<file path="src/hdl/cam_params_pkg.sv">
`default_nettype none

// Sizing constants of the CAM
// Shared by the tag directory, the data RAM and the top level
package cam_params_pkg;

  // Tag width
  // Tags come from the surrounding system and are stored as given
  localparam int TAG_WIDTH = 8;

  // Width of one stored data word
  localparam int DATA_WIDTH = 16;

  // Number of slots
  // Same count in the directory and in the data RAM
  localparam int DEPTH = 16;

  // Width of a slot number
  // Base-2 logarithm of DEPTH
  localparam int INDEX_WIDTH = $clog2(DEPTH);

endpackage

`default_nettype wire

</file>
<file path="src/hdl/cam_types_pkg.sv">
`default_nettype none

// Data types carried on the CAM ports and between its blocks
package cam_types_pkg;

  import cam_params_pkg::*;

  // One tag as supplied by the system
  typedef logic [TAG_WIDTH-1:0] cam_tag_t;

  // One stored data word
  typedef logic [DATA_WIDTH-1:0] cam_data_t;

  // Slot number in the directory and the RAM
  typedef logic [INDEX_WIDTH-1:0] cam_index_t;

  // Write request
  // Stores data under the tag in the lowest free slot
  typedef struct packed {
    // One-cycle strobe
    logic      enable;
    cam_tag_t  tag;
    cam_data_t data;
  } cam_write_req_t;

  // Search request
  // Same shape for read and for delete
  typedef struct packed {
    // One-cycle strobe
    logic     enable;
    cam_tag_t tag;
  } cam_search_req_t;

  // Read response, one cycle after the read strobe
  typedef struct packed {
    // Tag found and not deleted in the same cycle
    logic      hit;
    // Zero on a miss
    cam_data_t data;
  } cam_read_rsp_t;

endpackage

`default_nettype wire

</file>
<file path="src/hdl/tag_directory.sv">
`timescale 1ns/1ps
`default_nettype none

// Tag directory of the CAM
// One valid bit and one tag register per slot
// Parallel search over all valid slots
// Lowest free slot picked for allocation
module tag_directory
  import cam_params_pkg::*;
  import cam_types_pkg::*;
(
  input  logic       clock,
  input  logic       rst_n,
  // Allocation request from the write port
  input  logic       allocate_enable,
  input  cam_tag_t   allocate_tag,
  // High only when enabled and a slot is free
  output logic       allocate_grant,
  output cam_index_t allocate_index,
  // Combinational search
  input  cam_tag_t   search_tag,
  output logic       search_hit,
  output cam_index_t search_index,
  // Slot release
  input  logic       evict_enable,
  input  cam_index_t evict_index,
  // Registered occupancy flags
  output logic       full,
  output logic       empty
);

  // Slot state
  logic [DEPTH-1:0]     valid_q;
  cam_tag_t [DEPTH-1:0] tag_q;

  // Per-slot comparison result
  logic [DEPTH-1:0] match;

  // Free slot encoder result
  logic slot_free;

  // Valid vector after this edge
  logic [DEPTH-1:0] valid_next;

  // Compare the search tag with every slot
  // Invalid slots never match
  always_comb begin
    for (int i = 0; i < DEPTH; i++) begin
      match[i] = valid_q[i] && (tag_q[i] == search_tag);
    end
  end

  // Any match is a hit
  assign search_hit = |match;

  // One-hot to binary
  // OR of the matching indices, exact since at most one slot matches
  always_comb begin
    search_index = '0;
    for (int i = 0; i < DEPTH; i++) begin
      if (match[i]) begin
        search_index = search_index | cam_index_t'(i);
      end
    end
  end

  // Priority encoder on the free slots
  // Scan from the top so that the lowest free slot is written last
  always_comb begin
    slot_free      = 1'b0;
    allocate_index = '0;
    for (int i = DEPTH - 1; i >= 0; i--) begin
      if (!valid_q[i]) begin
        slot_free      = 1'b1;
        allocate_index = cam_index_t'(i);
      end
    end
  end

  // Write while full is dropped here
  assign allocate_grant = allocate_enable && slot_free;

  // Next valid vector
  // Allocated slot was free at the start of the cycle
  // Evicted slot was valid, so the two never collide
  always_comb begin
    valid_next = valid_q;
    if (evict_enable) begin
      valid_next[evict_index] = 1'b0;
    end
    if (allocate_grant) begin
      valid_next[allocate_index] = 1'b1;
    end
  end

  // Valid bits and flags
  always_ff @(posedge clock) begin
    if (!rst_n) begin
      valid_q <= '0;
      full    <= 1'b0;
      empty   <= 1'b1;
    end else begin
      valid_q <= valid_next;
      // Flags follow the new state one cycle after the update
      full    <= &valid_next;
      empty   <= ~|valid_next;
    end
  end

  // Tag storage
  // Only read through a set valid bit
  always_ff @(posedge clock) begin
    if (allocate_grant) begin
      tag_q[allocate_index] <= allocate_tag;
    end
  end

  // Unique tags keep the search result to one slot at most
  a_single_match : assert property (
    @(posedge clock) disable iff (!rst_n)
    $onehot0(match)
  ) else $error("tag_directory: several slots match tag %h", search_tag);

  // Evictions only target a live slot
  a_evict_valid : assert property (
    @(posedge clock) disable iff (!rst_n)
    evict_enable |-> valid_q[evict_index]
  ) else $error("tag_directory: evict of free slot %0d", evict_index);

endmodule

`default_nettype wire

</file>
<file path="src/hdl/simple_dual_port_ram.sv">
`timescale 1ns/1ps
`default_nettype none

// Simple dual port RAM
// One synchronous write port and one registered read port
// Payload type set by the instance
module simple_dual_port_ram
  import cam_params_pkg::*;
  import cam_types_pkg::*;
#(
  parameter type payload_t = cam_data_t
) (
  input  logic       clock,
  // Write port
  input  logic       write_enable,
  input  cam_index_t write_address,
  input  payload_t   write_data,
  // Read port, data one cycle after the enable
  input  logic       read_enable,
  input  cam_index_t read_address,
  output payload_t   read_data
);

  // Storage array
  payload_t memory [DEPTH];

  // Write at the edge
  always_ff @(posedge clock) begin
    if (write_enable) begin
      memory[write_address] <= write_data;
    end
  end

  // Registered read
  // Same address as the write gives the old word
  // Output holds while the read is idle
  always_ff @(posedge clock) begin
    if (read_enable) begin
      read_data <= memory[read_address];
    end
  end

endmodule

`default_nettype wire

</file>
<file path="src/hdl/content_addressable_memory.sv">
`timescale 1ns/1ps
`default_nettype none

// Content addressable memory
// Write stores data under a system tag in the lowest free slot
// Read returns hit and data one cycle after the strobe
// Delete frees the slot holding the tag
// Delete and read share one search port, delete wins
module content_addressable_memory
  import cam_params_pkg::*;
  import cam_types_pkg::*;
(
  input  logic            clock,
  input  logic            rst_n,
  // Write port
  input  cam_write_req_t  write_req,
  // Search ports
  input  cam_search_req_t read_req,
  input  cam_search_req_t delete_req,
  // Read result
  output cam_read_rsp_t   read_rsp,
  // Occupancy
  output logic            full,
  output logic            empty
);

  // Directory signals
  logic       allocate_grant;
  cam_index_t allocate_index;
  cam_tag_t   search_tag;
  logic       search_hit;
  cam_index_t search_index;
  logic       evict_enable;

  // RAM read side
  logic      ram_read_enable;
  cam_data_t ram_read_data;

  // Hit delayed to meet the RAM data
  logic hit_q;

  // Tags and valid bits
  tag_directory i_tag_directory (
    .clock           ( clock            ),
    .rst_n           ( rst_n            ),
    .allocate_enable ( write_req.enable ),
    .allocate_tag    ( write_req.tag    ),
    .allocate_grant  ( allocate_grant   ),
    .allocate_index  ( allocate_index   ),
    .search_tag      ( search_tag       ),
    .search_hit      ( search_hit       ),
    .search_index    ( search_index     ),
    .evict_enable    ( evict_enable     ),
    .evict_index     ( search_index     ),
    .full            ( full             ),
    .empty           ( empty            )
  );

  // Data words, one per slot
  simple_dual_port_ram #(
    .payload_t ( cam_data_t )
  ) i_data_ram (
    .clock         ( clock           ),
    .write_enable  ( allocate_grant  ),
    .write_address ( allocate_index  ),
    .write_data    ( write_req.data  ),
    .read_enable   ( ram_read_enable ),
    .read_address  ( search_index    ),
    .read_data     ( ram_read_data   )
  );

  // Search arbitration
  // Delete tag takes the port whenever delete is strobed
  assign search_tag = delete_req.enable ? delete_req.tag : read_req.tag;

  // Free the slot of a found delete tag
  assign evict_enable = delete_req.enable && search_hit;

  // RAM read only for a read that won the port and hit
  assign ram_read_enable = read_req.enable && !delete_req.enable && search_hit;

  // Hit register
  // Same edge as the RAM read register
  always_ff @(posedge clock) begin
    if (!rst_n) begin
      hit_q <= 1'b0;
    end else begin
      hit_q <= ram_read_enable;
    end
  end

  // Response
  // Data forced to zero on a miss since the RAM output holds stale words
  assign read_rsp.hit  = hit_q;
  assign read_rsp.data = hit_q ? ram_read_data : '0;

  // True when the tag sits in a valid directory slot
  function automatic logic tag_is_stored(
    input logic [DEPTH-1:0]     valid,
    input cam_tag_t [DEPTH-1:0] tags,
    input cam_tag_t             tag
  );
    logic found;
    found = 1'b0;
    for (int i = 0; i < DEPTH; i++) begin
      if (valid[i] && (tags[i] == tag)) begin
        found = 1'b1;
      end
    end
    return found;
  endfunction

  // A write never brings a tag that the directory already holds
  a_write_tag_unique : assert property (
    @(posedge clock) disable iff (!rst_n)
    write_req.enable |->
      !tag_is_stored(i_tag_directory.valid_q, i_tag_directory.tag_q, write_req.tag)
  ) else $error("content_addressable_memory: write of stored tag %h", write_req.tag);

endmodule

`default_nettype wire

</file>
<file path="config.mk">
export PLATFORM = sky130hd
export DESIGN_NAME = content_addressable_memory
export DESIGN_NICKNAME = d
export VERILOG_FILES = /design/src/hdl/cam_params_pkg.sv /design/src/hdl/cam_types_pkg.sv /design/src/hdl/tag_directory.sv /design/src/hdl/simple_dual_port_ram.sv /design/src/hdl/content_addressable_memory.sv
export SDC_FILE = /design/constraint.sdc
export NUM_CORES = 1
export LEC_CHECK = 0
export ABC_AREA = 1
export BUFFER_PORTS_ARGS = -buffer_cell sky130_fd_sc_hd__buf_4
export CAP_MARGIN = 20
export CORE_UTILIZATION = 55
export CTS_BUF_LIST = sky130_fd_sc_hd__clkbuf_2
export DETAILED_ROUTE_END_ITERATION = 6
export GPL_ROUTABILITY_DRIVEN = 0
export PLACE_DENSITY = 0.82
export SLEW_MARGIN = 15
export SYNTH_ARGS = -nofsm -noshare
export SYNTH_HDL_FRONTEND = slang
export SYNTH_HIERARCHICAL = 1
export SYNTH_SLANG_ARGS = --single-unit
</file>
<file path="constraint.sdc">
create_clock -name clock -period 3.7 [get_ports clock]
set_input_delay 0.925 -clock clock [delete_from_list [all_inputs] [get_ports clock]]
set_output_delay 0.925 -clock clock [all_outputs]
set_load 0.01 [all_outputs]
</file>
==> results.md <==
- Status: finished, final reports clean
- Leading cell type in the layout, fill and taps excluded: nand2_1
- Clk sinks: 419
- Worst EP arrival: 4.32 ns
- CP max-delay cell: o21ai_0
- Synth warn: 6
- FMAX: 294 MHz
- Peak supply drop: 0.239 mV
- Clk buf depth: 3
- Die width: 186 µm
- Most frequent cells in the layout: nand2_1, edfxtp_1, inv_1, nand3_1, buf_4
- Crit. Startpoint: delete_req[8]
- Worst r2r src: i_tag_directory/tag_q[51]
- Final Hold Fails: 0
- CP cell instances: buf_4 > inv_8 > nand2_1 > nand2_1 > clkinv_1 > buf_4 > a211o_1 > a211oi_1 > nand3_1 > o41ai_2 > nor3_1 > nand3_1 > nand2_1 > inv_1 > nand3_1 > o21ai_0 > nand2_1 > nor2_1 > nand2_1 > inv_1 > nand2_1 > nor2_1 > nand2_1 > nand2_1
- Vias in the first global route: 13.8k
- Setup bufs post-CTS: 0
- XOR/XNOR Fraction of Synth Area: 0.0239
- Start point of the worst hold path: rst_n
- Worst skew pair latency: 0.99 ns
- Die ar.: 0.0347 mm²
- CTS clock-pin slew for the worst setup and hold paths: 0.10 ns
- Area grow syn2layout: 14.3%
- Sequential element share of the synthesized area: 0.664
- DR pass1 iterations: 6
- Period minus WS final: 3.41 ns
- Drt drc: 0
- Row count: 67
- Die H: 186 µm
- Core Area: 0.0334 mm²
- Setup CP Type: input port to register
- Max-Cap Viols: 0
- Nets: 2,022
- Detailed Place HPWL: 30,500 µm
- Distinct cells, synth: 48
- Synthesized area per cell: 10.5 µm²
- Mux cell area share after synthesis: 0
- Fin crit share: 0.920
- Starting DRT DRC Count: 1,731
- Worst-path fanout max: 10
- Grt total ovfl: 0
- Vias/cell: 5.63
- Final ANT Viol Nets: 0
- Adder-Cell Fraction of Synth Area: 0
- Root Driver: clkbuf_2
- CP startpoint kind: input port
- Tightest Hold Check Type: input port to register
- Synth Instances: 1,772
- Clock skew: 0.0758 ns
- Post-Syn Nets: 1,817
- Layout cell share with drive strength beyond 1: 0.189
- Synth Area in Simple Gates: 0.193
- WP data required: 4.61 ns
- Slew @ Worst Pin: 0.981 ns
- RSZ-0062 raised after global routing: false
- H-tree Lvls: 3
- GR Util All Layers: 0.283
- Relative max-transition margin: 0.345
- Overall power: 8.58 mW
- Global-route wire length before repair: 73,100 µm
- Largest family of logic cells by synthesized area: simple AND/OR/NAND/NOR gates
- Pin count of the biggest net entering global routing: 45
- Drt wl/cell: 19.2 µm
- Initial antenna violation count: 1
- Starting Density: 0.558
- Crit path top cell by count: nand2_1
- Drt total wl: 48,000 µm
- Synthesized cell area: 0.0187 mm²
- Compound-Gate Fraction of Synth Area: 0.0387
- PwrDens: 402 mW/mm²
- CTS tree: done
- Max Slew Vio Count: 0
- Number of port buffers: 63
- Finished layout cell area: 0.0213 mm²
- Synth Register Bits: 419
- Leak: 9.03 nW
- Crit-path max cell delay: 0.32 ns
- I/O pin cnt: 64
- CTS buffer count: 99
- Kind of end point of the critical path: register
- Placed inst area: 0.0205 mm²
- Vias post-DR: 14.1k
- # setup viols final: 0
==> critical path, delay by kind of cell <==
kind                   cells  cell delay, ns
AND/OR/NAND/NOR           14            1.46
AO/OA/AOI/OAI              4            1.14
buffers and inverters      6            0.79
==> Yosys cell counts, drive strengths merged <==
cell     count  share of area
nand3b       5         0.0020
clkinv       3        0.00060
o221ai       2        0.00094
o22ai       12         0.0040
edfxtp     400           0.64
a211o        1        0.00047
o21ai       42          0.011
or2          4         0.0013
a22o         4         0.0019
nor4        11         0.0037
o2111ai      2        0.00094
nor3        14         0.0040
xor2        35          0.016
buf         57          0.021
a221oi       4         0.0019
a211oi       5         0.0020
o211ai       2        0.00080
a21oi       29         0.0084
nor2        75          0.017
dfxtp       19          0.020
inv        275          0.056
nand4       12         0.0044
o31ai        4         0.0016
a21boi       1        0.00040
o41ai        1        0.00047
o2111a       1        0.00060
nand2      486          0.099
a31oi        2        0.00067
xnor2       16         0.0075
clkbuf      19         0.0038
nand3      224          0.061
a2111oi      5         0.0023
==> stage by stage <==
| step | hold slack [ns] | std cells | worst slack (ns) | TNS, ns | utilization |
|---|---|---|---|---|---|
| after global placement | 0.563 | 2324 | -0.408 | -6.67 | 0.612 |
| final | 0.141 | 2503 | 0.294 | 0 | 0.638 |
| after CTS | 0.106 | 2502 | 0.223 | 0 | 0.638 |
| after floorplan | 0.499 | 1772 | 0.0419 | 0 | - |
| after detailed placement | 0.566 | 2324 | -0.643 | -14.69 | 0.612 |
| after global routing | 0.111 | 2503 | 0.126 | 0 | 0.638 |
==> power by group <==
| part | internal, mW | leakage (nW) | switching (mW) |
|---|---|---|---|
| clock | 1.05 | 0.666 | 1.82 |
| sequential | 5.23 | 3.77 | 0.0160 |
| combinational | 0.166 | 4.60 | 0.299 |
==> cell type report <==
type	instances	area, µm²
clock buffers	143	716
clock inverters	35	158
flip-flops and latches	419	12400
well taps	448	561
diodes	1	2.50
inverters	278	1050
fillers	2400	12100
repair buffers	180	1600
multi-input cells	999	4860
==> cells by family (layout without fill, tap and decap cells) <==
family | count (synthesis) | count (layout)
and+or+nand+nor | 831 | 831
DFF | 419 | 419
buffers and inverters | 354 | 636
AOI/OAI and AO/OA | 117 | 117
xor gates and xnor gates | 51 | 51
other | 0 | 1
==> final timing paths <==
path | cells after the start | to | slack (ns)
setup / recovery | 24 | i_tag_directory/empty | 0.29
hold / removal | 2 | i_tag_directory/empty | 0.14
setup reg to reg | 20 | i_tag_directory/empty | 0.39
hold reg to reg | 2 | i_tag_directory/valid_q[12] | 0.58
==> timing repair <==
item,CTS,global route
hold buffers,0,0
resized for setup,0,1
endpoints found under the setup margin,0,1
==> flip-flops by register name (all words and copies together), names as in the netlist <==
register and cells:
i_data_ram/memory 256, i_tag_directory/tag_q 128, i_data_ram/read_data 16, i_tag_directory/valid_q 16, hit_q 1, i_tag_directory/empty 1
i_tag_directory/full 1
==> per-layer routing <==
metal,up-vias,track usage,share of wire
met2,991,0.453,0.47
met5,-,0,0
met4,0,0.139,0.039
met1,6550,0.370,0.37
met3,181,0.0553,0.12
li1,6381,-,-
(Power assumes the default switching activity.)
